<file path="src/verilog/sdrc_pkg.sv">
// SDR SDRAM controller shared definitions
// Device geometry, command encodings and fixed timing for one 16-bit part
package sdrc_pkg;

  // ------------------------------------------------
  // Geometry and data widths
  // ------------------------------------------------
  typedef logic [21:0] app_addr_t;   // Word address {row, bank, col}
  typedef logic [8:0]  req_len_t;    // Request length 1..256 words
  typedef logic [11:0] row_t;        // Row and command address
  typedef logic [7:0]  col_t;        // Column within a row
  typedef logic [1:0]  bank_t;       // Bank select
  typedef logic [15:0] sdr_data_t;   // One device word
  typedef logic [1:0]  sdr_mask_t;   // Byte mask per word
  typedef logic [2:0]  burst_cnt_t;  // Words in one burst 1..4

  localparam int unsigned BANK_LSB = 8;   // Bank field in app_addr_t
  localparam int unsigned ROW_LSB  = 10;  // Row field in app_addr_t

  // ------------------------------------------------
  // Commands as {cs_n, ras_n, cas_n, we_n}
  // ------------------------------------------------
  typedef enum logic [3:0] {
    CMD_LOAD_MODE = 4'b0000,
    CMD_REFRESH   = 4'b0001,
    CMD_PRECHARGE = 4'b0010,
    CMD_ACTIVE    = 4'b0011,
    CMD_WRITE     = 4'b0100,
    CMD_READ      = 4'b0101,
    CMD_NOP       = 4'b0111,
    CMD_DESELECT  = 4'b1111
  } sdr_cmd_t;

  // ------------------------------------------------
  // Timing in clock cycles
  // ------------------------------------------------
  localparam int unsigned BURST_LEN     = 4;
  localparam int unsigned CAS_LAT       = 2;
  localparam int unsigned TRCD_CYC      = 2;    // ACTIVE to READ/WRITE
  localparam int unsigned TRP_CYC       = 2;    // Precharge period
  localparam int unsigned TWR_CYC       = 2;    // Write recovery
  localparam int unsigned TRFC_CYC      = 7;    // Refresh cycle time
  localparam int unsigned TMRD_CYC      = 2;    // Mode load to first use
  localparam int unsigned INIT_WAIT_CYC = 100;  // Shortened power-up wait

  // Every burst auto-precharges, so ACTIVE spacing counts from the CAS command
  localparam int unsigned WR_GAP_CYC = BURST_LEN + TWR_CYC + TRP_CYC;
  localparam int unsigned RD_GAP_CYC = CAS_LAT + BURST_LEN + TRP_CYC;

  localparam int unsigned AP_BIT  = 10;                     // Auto/all precharge
  localparam row_t        AP_MASK = row_t'(1) << AP_BIT;
  localparam row_t        MODE_REG = 12'h022;               // BL4 seq CL2

  localparam int unsigned FIFO_DEPTH = 4;                   // Burst queue slots

  typedef logic [$clog2(FIFO_DEPTH)-1:0]    fifo_ptr_t;
  typedef logic [$clog2(FIFO_DEPTH):0]      fifo_cnt_t;     // 0..FIFO_DEPTH
  typedef logic [$clog2(INIT_WAIT_CYC)-1:0] init_cnt_t;     // Init spacing
  typedef logic [3:0]                       dly_cnt_t;      // Command spacing

endpackage
</file>
<file path="src/verilog/sdrc_core.sv">
`timescale 1ns/100ps
// SDR SDRAM controller top level
// Request generator, burst queue and transfer controller in a chain
module sdrc_core (
  input  logic                 clk,
  input  logic                 rst_n,
  input  logic                 app_req,
  input  sdrc_pkg::app_addr_t  app_req_addr,
  input  sdrc_pkg::req_len_t   app_req_len,
  input  logic                 app_req_wr_n,
  output logic                 app_req_ack,
  input  sdrc_pkg::sdr_data_t  app_wr_data,
  output logic                 app_wr_next_req,
  output sdrc_pkg::sdr_data_t  app_rd_data,
  output logic                 app_rd_valid,
  output logic                 sdr_init_done,
  output logic                 sdr_cke,
  output logic                 sdr_cs_n,
  output logic                 sdr_ras_n,
  output logic                 sdr_cas_n,
  output logic                 sdr_we_n,
  output sdrc_pkg::bank_t      sdr_ba,
  output sdrc_pkg::row_t       sdr_addr,
  output sdrc_pkg::sdr_mask_t  sdr_dqm,
  output sdrc_pkg::sdr_data_t  sdr_dout,
  output logic                 sdr_den_n,
  input  sdrc_pkg::sdr_data_t  pad_sdr_din
);

  // Generator to queue
  logic                 r2f_push;
  logic                 r2f_write;
  sdrc_pkg::bank_t      r2f_bank;
  sdrc_pkg::row_t       r2f_row;
  sdrc_pkg::col_t       r2f_col;
  sdrc_pkg::burst_cnt_t r2f_cnt;
  logic                 f2r_full;

  // Queue to transfer controller
  logic                 f2x_valid;
  logic                 f2x_write;
  sdrc_pkg::bank_t      f2x_bank;
  sdrc_pkg::row_t       f2x_row;
  sdrc_pkg::col_t       f2x_col;
  sdrc_pkg::burst_cnt_t f2x_cnt;
  logic                 x2f_pop;

  // Port and net names match across the stages
  sdrc_req_gen  u_req_gen  (.*);
  sdrc_req_fifo u_req_fifo (.*);
  sdrc_xfr_ctl  u_xfr_ctl  (.*);

endmodule

</file>
<file path="src/verilog/sdrc_xfr_ctl.sv">
`timescale 1ns/100ps
// Transfer controller for the SDRAM controller
// Runs power-up init, then ACTIVATE and auto-precharge READ/WRITE per burst
module sdrc_xfr_ctl (
  input  logic                 clk,
  input  logic                 rst_n,
  input  logic                 f2x_valid,        // Burst waiting in queue
  input  logic                 f2x_write,
  input  sdrc_pkg::bank_t      f2x_bank,
  input  sdrc_pkg::row_t       f2x_row,
  input  sdrc_pkg::col_t       f2x_col,
  input  sdrc_pkg::burst_cnt_t f2x_cnt,
  output logic                 x2f_pop,          // With ACTIVATE
  output logic                 sdr_cke,
  output logic                 sdr_cs_n,
  output logic                 sdr_ras_n,
  output logic                 sdr_cas_n,
  output logic                 sdr_we_n,
  output sdrc_pkg::bank_t      sdr_ba,
  output sdrc_pkg::row_t       sdr_addr,
  output sdrc_pkg::sdr_mask_t  sdr_dqm,
  output sdrc_pkg::sdr_data_t  sdr_dout,
  output logic                 sdr_den_n,        // Drive DQ when low
  input  sdrc_pkg::sdr_data_t  pad_sdr_din,
  input  sdrc_pkg::sdr_data_t  app_wr_data,
  output logic                 app_wr_next_req,  // Word taken this cycle
  output sdrc_pkg::sdr_data_t  app_rd_data,
  output logic                 app_rd_valid,
  output logic                 sdr_init_done
);

  typedef enum logic [2:0] {
    INIT_WAIT,    // Power-up NOPs
    INIT_TRP,     // After precharge all
    INIT_RFC1,    // After first refresh
    INIT_RFC2,    // After second refresh
    INIT_MRD,     // After mode load
    INIT_DONE
  } init_state_t;

  typedef enum logic [1:0] {
    X_IDLE,       // Waiting for a burst
    X_RCD,        // ACTIVATE to CAS spacing
    X_GAP         // Burst, recovery and precharge
  } xfr_state_t;

  init_state_t          init_state;
  xfr_state_t           xfr_state;
  sdrc_pkg::init_cnt_t  init_cnt;
  sdrc_pkg::dly_cnt_t   dly_cnt;
  sdrc_pkg::sdr_cmd_t   cmd_q;           // Command on the pins
  logic                 xfr_write;       // Burst in progress
  sdrc_pkg::col_t       xfr_col;
  sdrc_pkg::burst_cnt_t xfr_cnt;
  logic                 act_go;
  logic                 cas_go;
  logic [sdrc_pkg::BURST_LEN-1:0] wr_beats;   // Write data window
  logic [sdrc_pkg::BURST_LEN-1:0] wr_mask;    // Live words in window
  logic [sdrc_pkg::CAS_LAT+sdrc_pkg::BURST_LEN-1:0] rd_pipe;  // Read tags

  // One bit per beat, set for the first cnt beats
  function automatic logic [sdrc_pkg::BURST_LEN-1:0] beat_mask(
      input sdrc_pkg::burst_cnt_t cnt);
    logic [sdrc_pkg::BURST_LEN-1:0] m;
    for (int i = 0; i < sdrc_pkg::BURST_LEN; i++) begin
      m[i] = (i < int'(cnt));
    end
    return m;
  endfunction

  assign {sdr_cs_n, sdr_ras_n, sdr_cas_n, sdr_we_n} = cmd_q;
  assign sdr_cke = 1'b1;                       // No power-down modes

  assign act_go = sdr_init_done && (xfr_state == X_IDLE) && f2x_valid;
  assign cas_go = (xfr_state == X_RCD) && (dly_cnt == '0);

  // ------------------------------------------------
  // Init and command sequencing
  // ------------------------------------------------
  always_ff @(posedge clk or negedge rst_n) begin
    if (!rst_n) begin
      init_state    <= INIT_WAIT;
      init_cnt      <= sdrc_pkg::init_cnt_t'(sdrc_pkg::INIT_WAIT_CYC - 1);
      sdr_init_done <= 1'b0;
      xfr_state     <= X_IDLE;
      dly_cnt       <= '0;
      cmd_q         <= sdrc_pkg::CMD_NOP;
      sdr_ba        <= '0;
      sdr_addr      <= '0;
      x2f_pop       <= 1'b0;
    end else begin
      cmd_q   <= sdrc_pkg::CMD_NOP;            // Default every cycle
      x2f_pop <= act_go;

      if (init_state != INIT_DONE) begin
        if (init_cnt != '0) begin
          init_cnt <= init_cnt - 1'b1;
        end else begin
          case (init_state)
            INIT_WAIT: begin
              cmd_q      <= sdrc_pkg::CMD_PRECHARGE;
              sdr_addr   <= sdrc_pkg::AP_MASK;           // All banks
              init_cnt   <= sdrc_pkg::init_cnt_t'(sdrc_pkg::TRP_CYC - 1);
              init_state <= INIT_TRP;
            end
            INIT_TRP: begin
              cmd_q      <= sdrc_pkg::CMD_REFRESH;
              init_cnt   <= sdrc_pkg::init_cnt_t'(sdrc_pkg::TRFC_CYC - 1);
              init_state <= INIT_RFC1;
            end
            INIT_RFC1: begin
              cmd_q      <= sdrc_pkg::CMD_REFRESH;
              init_cnt   <= sdrc_pkg::init_cnt_t'(sdrc_pkg::TRFC_CYC - 1);
              init_state <= INIT_RFC2;
            end
            INIT_RFC2: begin
              cmd_q      <= sdrc_pkg::CMD_LOAD_MODE;
              sdr_ba     <= '0;
              sdr_addr   <= sdrc_pkg::MODE_REG;
              init_cnt   <= sdrc_pkg::init_cnt_t'(sdrc_pkg::TMRD_CYC - 1);
              init_state <= INIT_MRD;
            end
            default: begin
              sdr_init_done <= 1'b1;                     // Stays high
              init_state    <= INIT_DONE;
            end
          endcase
        end
      end

      case (xfr_state)
        X_IDLE: begin
          if (act_go) begin
            cmd_q     <= sdrc_pkg::CMD_ACTIVE;
            sdr_ba    <= f2x_bank;                       // Held through CAS
            sdr_addr  <= f2x_row;
            dly_cnt   <= sdrc_pkg::dly_cnt_t'(sdrc_pkg::TRCD_CYC - 1);
            xfr_state <= X_RCD;
          end
        end
        X_RCD: begin
          if (!cas_go) begin
            dly_cnt <= dly_cnt - 1'b1;
          end else begin
            cmd_q    <= xfr_write ? sdrc_pkg::CMD_WRITE : sdrc_pkg::CMD_READ;
            sdr_addr <= sdrc_pkg::AP_MASK | sdrc_pkg::row_t'(xfr_col);
            // Next ACTIVATE lands one cycle after X_IDLE is reached
            dly_cnt  <= xfr_write ? sdrc_pkg::dly_cnt_t'(sdrc_pkg::WR_GAP_CYC - 2)
                                  : sdrc_pkg::dly_cnt_t'(sdrc_pkg::RD_GAP_CYC - 2);
            xfr_state <= X_GAP;
          end
        end
        default: begin
          if (dly_cnt != '0) begin
            dly_cnt <= dly_cnt - 1'b1;
          end else begin
            xfr_state <= X_IDLE;
          end
        end
      endcase
    end
  end

  // ------------------------------------------------
  // Data path
  // ------------------------------------------------
  always_ff @(posedge clk or negedge rst_n) begin
    if (!rst_n) begin
      wr_beats     <= '0;
      rd_pipe      <= '0;
      app_rd_valid <= 1'b0;
    end else begin
      wr_beats     <= wr_beats >> 1;
      rd_pipe      <= rd_pipe >> 1;
      app_rd_valid <= rd_pipe[0];                // Aligned with registered data
      if (cas_go && xfr_write) begin
        wr_beats <= '1;                          // WRITE cycle and next three
      end
      if (cas_go && !xfr_write) begin
        rd_pipe <= {beat_mask(xfr_cnt), {sdrc_pkg::CAS_LAT{1'b0}}};
      end
    end
  end

  always_ff @(posedge clk) begin
    if (act_go) begin
      xfr_write <= f2x_write;
      xfr_col   <= f2x_col;
      xfr_cnt   <= f2x_cnt;
    end
    wr_mask <= wr_mask >> 1;
    if (cas_go && xfr_write) begin
      wr_mask <= beat_mask(xfr_cnt);
    end
    app_rd_data <= pad_sdr_din;                  // Pad register
  end

  assign app_wr_next_req = wr_beats[0] & wr_mask[0];
  assign sdr_dqm         = {2{wr_beats[0] & ~wr_mask[0]}};  // Mask words past cnt
  assign sdr_den_n       = ~wr_beats[0];
  assign sdr_dout        = app_wr_data;          // App word goes out as taken

endmodule

</file>
<file path="src/verilog/sdrc_req_fifo.sv">
`timescale 1ns/100ps
// Burst request queue between generator and transfer controller
module sdrc_req_fifo (
  input  logic                 clk,
  input  logic                 rst_n,
  input  logic                 r2f_push,
  input  logic                 r2f_write,
  input  sdrc_pkg::bank_t      r2f_bank,
  input  sdrc_pkg::row_t       r2f_row,
  input  sdrc_pkg::col_t       r2f_col,
  input  sdrc_pkg::burst_cnt_t r2f_cnt,
  output logic                 f2r_full,
  output logic                 f2x_valid,    // Head entry present
  output logic                 f2x_write,
  output sdrc_pkg::bank_t      f2x_bank,
  output sdrc_pkg::row_t       f2x_row,
  output sdrc_pkg::col_t       f2x_col,
  output sdrc_pkg::burst_cnt_t f2x_cnt,
  input  logic                 x2f_pop       // Head consumed
);

  logic                 wr_mem   [sdrc_pkg::FIFO_DEPTH];
  sdrc_pkg::bank_t      bank_mem [sdrc_pkg::FIFO_DEPTH];
  sdrc_pkg::row_t       row_mem  [sdrc_pkg::FIFO_DEPTH];
  sdrc_pkg::col_t       col_mem  [sdrc_pkg::FIFO_DEPTH];
  sdrc_pkg::burst_cnt_t cnt_mem  [sdrc_pkg::FIFO_DEPTH];
  sdrc_pkg::fifo_ptr_t  wr_ptr;
  sdrc_pkg::fifo_ptr_t  rd_ptr;
  sdrc_pkg::fifo_cnt_t  count;       // Occupied slots
  logic                 push;
  logic                 pop;

  assign push      = r2f_push && !f2r_full;
  assign pop       = x2f_pop && f2x_valid;
  assign f2r_full  = (count == sdrc_pkg::fifo_cnt_t'(sdrc_pkg::FIFO_DEPTH));
  assign f2x_valid = (count != '0);

  // Pointers wrap on their own since depth is a power of two
  always_ff @(posedge clk or negedge rst_n) begin
    if (!rst_n) begin
      wr_ptr <= '0;
      rd_ptr <= '0;
      count  <= '0;
    end else begin
      if (push) begin
        wr_ptr <= wr_ptr + 1'b1;
      end
      if (pop) begin
        rd_ptr <= rd_ptr + 1'b1;
      end
      case ({push, pop})
        2'b10:   count <= count + 1'b1;
        2'b01:   count <= count - 1'b1;
        default: count <= count;           // Idle or simultaneous
      endcase
    end
  end

  always_ff @(posedge clk) begin
    if (push) begin
      wr_mem[wr_ptr]   <= r2f_write;
      bank_mem[wr_ptr] <= r2f_bank;
      row_mem[wr_ptr]  <= r2f_row;
      col_mem[wr_ptr]  <= r2f_col;
      cnt_mem[wr_ptr]  <= r2f_cnt;
    end
  end

  // Head entry straight from storage
  assign f2x_write = wr_mem[rd_ptr];
  assign f2x_bank  = bank_mem[rd_ptr];
  assign f2x_row   = row_mem[rd_ptr];
  assign f2x_col   = col_mem[rd_ptr];
  assign f2x_cnt   = cnt_mem[rd_ptr];

endmodule

</file>
<file path="src/verilog/sdrc_req_gen.sv">
`timescale 1ns/100ps
// Request generator for the SDRAM controller
// Latches one app request and chops it into 4-word burst requests
module sdrc_req_gen (
  input  logic                 clk,           // Controller clock
  input  logic                 rst_n,         // Async reset
  input  logic                 app_req,       // Held until ack
  input  sdrc_pkg::app_addr_t  app_req_addr,  // Start word address
  input  sdrc_pkg::req_len_t   app_req_len,   // Length in words
  input  logic                 app_req_wr_n,  // 0 write, 1 read
  output logic                 app_req_ack,   // One-cycle accept pulse
  output logic                 r2f_push,      // Burst request valid
  output logic                 r2f_write,
  output sdrc_pkg::bank_t      r2f_bank,
  output sdrc_pkg::row_t       r2f_row,
  output sdrc_pkg::col_t       r2f_col,
  output sdrc_pkg::burst_cnt_t r2f_cnt,
  input  logic                 f2r_full       // Queue cannot take a push
);

  typedef enum logic {
    GEN_IDLE,
    GEN_CHOP
  } gen_state_t;

  gen_state_t           state;
  sdrc_pkg::app_addr_t  cur_addr;    // Next word to issue
  sdrc_pkg::req_len_t   rem_len;     // Words still to issue
  logic                 cur_write;
  sdrc_pkg::burst_cnt_t room;        // Words left in this 4-word block
  sdrc_pkg::burst_cnt_t chunk;       // Size of the next burst
  logic                 last_chunk;
  logic                 take_req;
  logic                 take_slot;

  // ------------------------------------------------
  // Burst sizing
  // ------------------------------------------------
  always_comb begin
    room = sdrc_pkg::burst_cnt_t'(sdrc_pkg::BURST_LEN) - {1'b0, cur_addr[1:0]};
    if (rem_len < sdrc_pkg::req_len_t'(room)) begin
      chunk = sdrc_pkg::burst_cnt_t'(rem_len);   // Short tail
    end else begin
      chunk = room;
    end
    last_chunk = (rem_len == sdrc_pkg::req_len_t'(chunk));
  end

  assign take_req  = (state == GEN_IDLE) && app_req;
  // Output stage is free or drains on this edge
  assign take_slot = (state == GEN_CHOP) && (!r2f_push || !f2r_full);

  // ------------------------------------------------
  // Control
  // ------------------------------------------------
  always_ff @(posedge clk or negedge rst_n) begin
    if (!rst_n) begin
      state       <= GEN_IDLE;
      app_req_ack <= 1'b0;
      r2f_push    <= 1'b0;
    end else begin
      app_req_ack <= take_req;                  // Pulse, state leaves idle
      if (r2f_push && !f2r_full) begin
        r2f_push <= 1'b0;                       // Accepted by queue
      end
      if (take_req) begin
        state <= GEN_CHOP;
      end else if (take_slot) begin
        r2f_push <= 1'b1;
        if (last_chunk) begin
          state <= GEN_IDLE;
        end
      end
    end
  end

  // Address walk and burst fields
  always_ff @(posedge clk) begin
    if (take_req) begin
      cur_addr  <= app_req_addr;
      rem_len   <= app_req_len;
      cur_write <= ~app_req_wr_n;
    end else if (take_slot) begin
      cur_addr  <= cur_addr + sdrc_pkg::app_addr_t'(chunk);  // Carries into bank, row
      rem_len   <= rem_len - sdrc_pkg::req_len_t'(chunk);
      r2f_write <= cur_write;
      r2f_bank  <= cur_addr[sdrc_pkg::BANK_LSB +: $bits(sdrc_pkg::bank_t)];
      r2f_row   <= cur_addr[sdrc_pkg::ROW_LSB +: $bits(sdrc_pkg::row_t)];
      r2f_col   <= sdrc_pkg::col_t'(cur_addr);
      r2f_cnt   <= chunk;
    end
  end

endmodule

</file>
<file path="config.mk">
export PLATFORM = sky130hd
export DESIGN_NAME = sdrc_core
export DESIGN_NICKNAME = d
export VERILOG_FILES = /design/src/verilog/sdrc_pkg.sv /design/src/verilog/sdrc_core.sv /design/src/verilog/sdrc_xfr_ctl.sv /design/src/verilog/sdrc_req_fifo.sv /design/src/verilog/sdrc_req_gen.sv
export SDC_FILE = /design/constraint.sdc
export NUM_CORES = 1
export LEC_CHECK = 0
export BUFFER_PORTS_ARGS = -buffer_cell sky130_fd_sc_hd__buf_2
export CAP_MARGIN = 10
export CELL_PAD_IN_SITES_DETAIL_PLACEMENT = 0
export CELL_PAD_IN_SITES_GLOBAL_PLACEMENT = 1
export CORE_ASPECT_RATIO = 2
export CORE_MARGIN = 2
export CORE_UTILIZATION = 25
export DETAILED_ROUTE_END_ITERATION = 10
export PLACE_DENSITY_LB_ADDON = 0.1
export SYNTH_ARGS = -nofsm -noshare
export SYNTH_HDL_FRONTEND = slang
export SYNTH_SLANG_ARGS = --single-unit
</file>
<file path="constraint.sdc">
create_clock -name clk -period 11.8 [get_ports clk]
set_input_delay 1.77 -clock clk [delete_from_list [all_inputs] [get_ports clk]]
set_output_delay 1.77 -clock clk [all_outputs]
set_load 0.02 [all_outputs]
</file>
==> flow_metrics.py, run 1 <==
metrics = {
    "cts": {
        "cts.htree.levels": 1,
        "ctsHoldBuffers": 0,
        "root_buffer": "clkbuf_16",
        "cts_resized": 0,
        "cts_setup_buffers": 0,
        "cts.clk_slew.worst_paths_ps": 60,
        "cts-buffers-inserted": 26,
        "clk_path_buf_depth": 3,
        "cts_tree": "done",
        "clk_latency_ps": 540,
        "numClockSinks": 250,
    },
    "logic_synthesis": {
        "yosysSeqAreaShare_pct": 68.4,
        "synth_area_per_cell_sq_um": 14.8,
        "yosysTopAreaCellShare_pct": 50.8,
        "yosys.area.top_type": "edfxtp_1",
        "synthArstFlopShare_pct": 22.4,
        "synth-edff-count": 174,
        "synth_top_family_by_area": "simple AND/OR/NAND/NOR gates",
        "synthesis.nets": 784,
        "yosys_warnings": 0,
        "synth_fa_ha_area_share_pct": 2.65,
        "synth_mux_area_share_pct": 7.04,
        "synth_xor_area_share_pct": 1.62,
        "ys_types": 62,
        "synth-simple-area-share_pct": 8.83,
        "synth_area_leaders": "edfxtp_1, dfrtp_1, mux4_2, dfxtp_1, ha_1",
        "ys_ff_latch": 250,
        "synthCells": 697,
        "synth-compound-area-share_pct": 7.90,
        "synth_ff_type": "edfxtp_1",
        "syn_area_sq_um": 10300,
    },
    "die": {
        "rows": 105,
        "fp.dieH_um": 291,
        "start_util_pct": 25.2,
        "die_x_um": 147,
        "num_io_pins": 125,
        "core_sq_um": 40900,
        "dieArea_sq_um": 42900,
    },
    "route": {
        "wire_per_inst_um": 17.8,
        "vias": 5922,
        "drc": 0,
        "drtIter0Drc": 240,
        "routed_wl_mm": 23.7,
        "via_per_inst": 4.45,
        "ant_nets": 0,
        "drt-pass1-iter-count": 6,
    },
    "worst_hold_path": {
        "hold_end": "u_xfr_ctl.app_rd_valid",
        "hp-start": "u_xfr_ctl.rd_pipe[0]",
        "worstHoldPathCells": 0,
        "min_path_type": "reg2reg",
    },
    "finish": {
        "drive_gt1_share_pct": 24.6,
        "stdcell_count": 1331,
        "final_core_util_pct": 29.6,
        "syn2layout_area_growth_pct": 17.7,
        "diodes": 0,
        "multi_input_area_sq_um": 2900,
        "fillCellCount": 4072,
        "seq_area_sq_um": 7040,
        "fin_nets": 863,
    },
    "power_and_ir_drop": {
        "p_per_area_nw_per_um2": 292,
        "p_total_mw": 3.54,
        "ir_drop_mv": 0.122,
        "leakagePower_nw": 4.61,
    },
    "sta": {
        "min_period_over_period_pct": 38.1,
        "setup-tns-final_ps": 0,
        "worstMarginPinSlew_ps": 963,
        "max_freq_mhz": 222,
        "finalWorstSetupSlack_ps": 7300,
        "relSlewSlack_pct": 35.2,
        "hold_violations": 0,
        "skew_ps": 18.8,
        "report.final.setup_viol": 0,
        "final_max_slew_viol_count": 0,
        "fin_crit_ps": 4500,
        "rsz0062_at_grt": "no",
    },
    "global_routing": {
        "grt_max_degree": 57,
        "gr-usage-all-layers_pct": 11.1,
        "grt_pass1_vias": 6417,
        "antenna_found_initial": 0,
        "grt_overflow_total": 0,
        "grt_pass1_wl_mm": 36.9,
    },
    "worst_setup_path": {
        "rr_endpoint": "u_req_gen.cur_addr[14]",
        "start_kind": "register",
        "critPathMaxFanout": 9,
        "rr_worst_depth": 11,
        "r2r-start": "u_req_gen.rem_len[4]",
        "reg2reg_slack_ps": 7300,
        "crit_type": "reg2reg",
        "crit_arrival_ps": 4880,
        "crit_path_end_kind": "register",
        "worstPathRequired_ps": 12180,
    },
    "run": {
        "cap_violations": 0,
    },
    "place": {
        "dp_cells": 1283,
        "port_buffers": 90,
        "pre_cts_ws_ps": 7090,
        "hpwlAfterDp_mm": 16.1,
        "routabilityCongestion": 0.785,
    },
    "run_status": {
        "status": "complete, no violations",
    },
}
-- metal layers --
metal	share of wire [%]	vias to the layer above	GRT usage, %
met5	0	-	0
li1	-	2769	-
met3	4.7	35	2.06
met2	55	186	21.0
met4	3.1	0	4.46
met1	37	2932	11.9
-- report_power, final --
part	total [mW]	internal [mW]	switching, mW
registers	1.70	1.47	0.234
logic	0.965	0.402	0.563
clock network	0.873	0.528	0.346
-- metrics by stage --
step	hold slack (ps)	cell area [sq um]
after detailed placement	338	11200
after global placement	335	11200
after CTS	346	12100
final	345	12100
after global routing	351	12100
after floorplan	331	10300
-- cells in the mapped netlist (8+ instances only) --
master    count
dfxtp_1      20
ha_1         17
mux4_2       26
and2_1        8
o21ai_0      34
nor4_1        8
a22o_1        9
and3_1        9
xor2_1       12
o211ai_1      8
nand3_1      17
inv_1        30
nor2_1       37
a31oi_1      14
edfxtp_1    174
o31ai_1       9
a21o_1       11
dfrtp_1      49
buf_4        19
nand2_1      37
clkbuf_1     12
a21oi_1      18
or3_1         9
-- cells by family after synthesis --
group / count (synthesis)
XOR/XNOR: 19
flip-flops: 250
buffers and inverters: 74
AO/OA/AOI/OAI: 123
multiplexers: 39
other: 2
AND/OR/NAND/NOR: 170
adder cells (fa/ha/maj): 20
-- state kept, by name, summed over array words and instances (netlist names), 4 cells and up --
signal / flops
u_xfr_ctl.init_cnt: 7
u_req_gen.cur_addr: 22
u_xfr_ctl.app_rd_data: 16
u_xfr_ctl.wr_beats: 4
u_req_fifo.wr_mem: 4
u_xfr_ctl.dly_cnt: 4
u_req_gen.rem_len: 9
u_xfr_ctl.xfr_col: 8
u_req_fifo.row_mem: 48
u_xfr_ctl.rd_pipe: 6
u_req_fifo.col_mem: 32
u_xfr_ctl.wr_mask: 4
u_req_gen.r2f_col: 8
u_xfr_ctl.sdr_addr: 12
u_req_fifo.bank_mem: 8
u_req_gen.r2f_row: 12
u_req_fifo.cnt_mem: 12
-- worst max-delay path, cell delays in order (launching register included) --
cell	delay, ps
edfxtp_1	480
or3_1	460
nor4_1	390
o211ai_1	370
mux2i_1	370
ha_1	260
inv_1	70
fa_1	410
nor2b_1	330
o2111ai_1	410
or4_1	620
a31oi_1	180
-- layout by cell type (no fill, tap or decap), types with 7 or more instances in the layout --
master,instances
edfxtp_1,174
buf_2,90
dfrtp_1,48
nand2_1,37
nor2_1,37
o21ai_0,34
inv_1,30
clkbuf_16,27
mux4_2,26
dfxtp_1,20
a21oi_1,18
nand3_1,17
ha_1,17
a31oi_1,14
xor2_1,12
a21o_1,11
a22o_1,9
and3_1,9
or3_1,9
o31ai_1,9
o211ai_1,8
nor4_1,8
mux2_2,7
xnor2_1,7
clkinv_2,7
dfstp_2,7
-- worst max-delay path by stage --
| stage | from | endpoint | slack (ps) |
|---|---|---|---|
| detailed placement | app_req | u_req_gen.cur_addr[14] | 7090 |
| global route | u_req_gen.rem_len[4] | u_req_gen.cur_addr[16] | 6900 |
| finish | u_req_gen.rem_len[4] | u_req_gen.cur_addr[14] | 7300 |
| global placement | app_req | u_req_gen.cur_addr[14] | 7170 |
| CTS | u_req_gen.rem_len[4] | u_req_gen.cur_addr[16] | 7230 |
| floorplan | u_req_gen.cur_addr[0] | u_req_gen.cur_addr[16] | 8020 |
-- area by class of cell --
| type | count | area share (%) |
|---|---|---|
| Clock inverter | 16 | 1.73 |
| Multi-Input combinational cell | 373 | 24.0 |
| Tap cell | 535 | 5.53 |
| Clock buffer | 32 | 5.74 |
| Inverter | 32 | 0.992 |
| Sequential cell | 250 | 58.1 |
| Timing Repair Buffer | 93 | 3.91 |
Note: power is estimated with default switching activity, not from simulation.
==> run 2: changes to the inputs <==
==> constraint.sdc (replaced) <==
create_clock -name clk -period 4 [get_ports clk]
set_input_delay 0.6 -clock clk [delete_from_list [all_inputs] [get_ports clk]]
set_output_delay 0.6 -clock clk [all_outputs]
set_load 0.02 [all_outputs]
==> run 2 against run 1 <==
Worst hold slack worse by 170 ps. Critical path depth up 2. Via count up 0.19%. First-iteration DRC count up 30%.
==> flow_metrics.py, run 2 (synthesis gave the netlist of run 1 again) <==
metrics = {
    "run_status": {
        "status": "complete, no violations",
    },
    "sta": {
        "final_max_slew_viol_count": 0,
        "relSlewSlack_pct": 31.8,
        "hold-worst-slack_ps": 175,
        "hold_violations": 0,
        "setup-tns-final_ps": 0,
        "fin_crit_ps": 3720,
        "report.final.setup_viol": 0,
        "min_period_over_period_pct": 93.1,
        "max_freq_mhz": 269,
        "skew_ps": 15.1,
        "rsz0062_at_grt": "no",
        "worstMarginPinSlew_ps": 1020,
    },
    "worst_setup_path": {
        "start_kind": "register",
        "cp_cell_sequence": "inv_1 > ha_1 > inv_1 > ha_1 > a21oi_1 > o211ai_1 > buf_4 > mux2_2 > ha_1 > o211ai_1 > or2_1 > or4_1 > a31oi_1",
        "crit_path_end_kind": "register",
        "crit_end": "u_req_gen.cur_addr[15]",
        "critPathMaxFanout": 11,
        "rr_endpoint": "u_req_gen.cur_addr[15]",
        "crit_arrival_ps": 4110,
        "cp_num_buf_inv": 3,
        "critPathSlowestCell": "or4_1",
        "worstPathRequired_ps": 4380,
        "crit_type": "reg2reg",
        "r2r-start": "u_req_gen.cur_addr[0]",
        "cpPeakStageDelay_ps": 520,
        "crit_path_frequent_cell": "ha_1",
        "cp_top_family": "adder cells",
        "crit_cells": 13,
        "rr_worst_depth": 13,
        "reg2reg_slack_ps": 280,
        "startpoint": "u_req_gen.cur_addr[0]",
    },
    "route": {
        "via_per_inst": 4.42,
        "wire_per_inst_um": 17.4,
        "drtIter0Drc": 311,
        "drc": 0,
        "ant_nets": 0,
        "routed_wl_mm": 23.4,
        "drt-pass1-iter-count": 4,
        "vias": 5933,
    },
    "global_routing": {
        "grt_pass1_vias": 6383,
        "antenna_found_initial": 0,
        "grt_overflow_total": 0,
        "grt_pass1_wl_mm": 36.9,
        "gr-usage-all-layers_pct": 11.0,
        "grt_max_degree": 44,
    },
    "finish": {
        "final_cell_mix": "edfxtp_1, buf_2, dfrtp_1",
        "regMostFlops": "u_req_fifo.row_mem",
        "final_common_cell": "edfxtp_1",
        "final_design_area_no_fill_sq_um": 12200,
        "fin_nets": 874,
        "largest_register_ffs": 48,
        "diodes": 0,
        "fillCellCount": 4101,
        "syn2layout_area_growth_pct": 18.3,
        "stdcell_count": 1342,
        "drive_gt1_share_pct": 25.7,
        "reg.largest.list": "u_req_fifo.row_mem: 48 flops, u_req_fifo.col_mem: 32 flops, u_req_gen.cur_addr: 22 flops",
    },
    "cts": {
        "cts.clk_slew.worst_paths_ps": 70,
        "cts.htree.levels": 1,
        "cts_tree": "done",
        "numClockSinks": 250,
        "cts-buffers-inserted": 26,
        "ctsHoldBuffers": 0,
        "root_buffer": "clkbuf_16",
        "clk_latency_ps": 530,
        "clk_path_buf_depth": 3,
    },
    "place": {
        "hpwlAfterDp_mm": 16.3,
        "routabilityCongestion": 0.757,
        "port_buffers": 90,
        "dpl_cell_area_sq_um": 11300,
        "dp_cells": 1294,
    },
    "die": {
        "dieArea_sq_um": 42900,
        "start_util_pct": 25.2,
        "core_sq_um": 40900,
        "num_io_pins": 125,
        "die_x_um": 147,
        "fp.dieH_um": 291,
        "rows": 105,
    },
    "power_and_ir_drop": {
        "leakagePower_nw": 4.64,
        "ir_drop_mv": 0.296,
        "p_total_mw": 10.4,
        "p_per_area_nw_per_um2": 856,
    },
    "run": {
        "cap_violations": 0,
    },
    "worst_hold_path": {
        "min_path_type": "in2reg",
    },
}
## run 2: changes by cell type in the layout (fill, tap and decap cells not counted), moves of 2 or more
| cell | previous run | this run |
|---|---|---|
| buf_4 | 3 | 14 |
| clkbuf_1 | 5 | 9 |
| clkinv_1 | 3 | 1 |
| bufinv_16 | 5 | 3 |
## run 2: report_power, final
| group | internal, mW | leakage (nW) | switching, mW |
|---|---|---|---|
| sequential | 4.33 | 2.52 | 0.674 |
| combinational | 1.26 | 1.70 | 1.71 |
| clock | 1.46 | 0.421 | 0.992 |
| total | 7.04 | 4.64 | 3.37 |
## run 2: what timing repair did
item,4_1_cts,5_1_grt
pin swaps,0,0
setup endpoints to repair,1,8
buffers inserted,0,0
gates resized for setup,1,3
## run 2: routing by layer
metal,GRT usage (%),wire length [um]
met5,0,0
met2,21.2,13000
met4,3.45,445
met1,12.1,8790
met3,1.98,1130
## run 2: worst min path at each step
stage	start	end	slack, ps	depth (start not counted)
final	pad_sdr_din[11]	u_xfr_ctl.app_rd_data[11]	170	1
after global routing	pad_sdr_din[15]	u_xfr_ctl.app_rd_data[15]	140	1
after CTS	pad_sdr_din[11]	u_xfr_ctl.app_rd_data[11]	130	1
after detailed placement	u_xfr_ctl.rd_pipe[0]	u_xfr_ctl.app_rd_valid	350	0
after global placement	u_xfr_ctl.rd_pipe[0]	u_xfr_ctl.app_rd_valid	350	0
after floorplan	rst_n	u_req_fifo.count[0]	300	0
## run 2: area by class of cell
| type | instances | area, sq um | share of cell area (%) |
|---|---|---|---|
| inverters | 32 | 120 | 0.987 |
| repair buffers | 104 | 556 | 4.57 |
| well taps | 535 | 669 | 5.50 |
| clock buffers | 37 | 723 | 5.94 |
| multi-input cells | 373 | 2930 | 24.1 |
| flip-flops and latches | 250 | 7040 | 57.8 |
| clock inverters | 11 | 136 | 1.12 |
## run 2: per-stage QoR
| stage | setup WS (ps) | util [%] |
|---|---|---|
| floorplan | 220 | - |
| detailed placement | 5.39 | 27.6 |
| CTS | 91.6 | 29.7 |
| global placement | 135 | 27.6 |
| global route | 3.46 | 29.8 |
| finish | 277 | 29.8 |
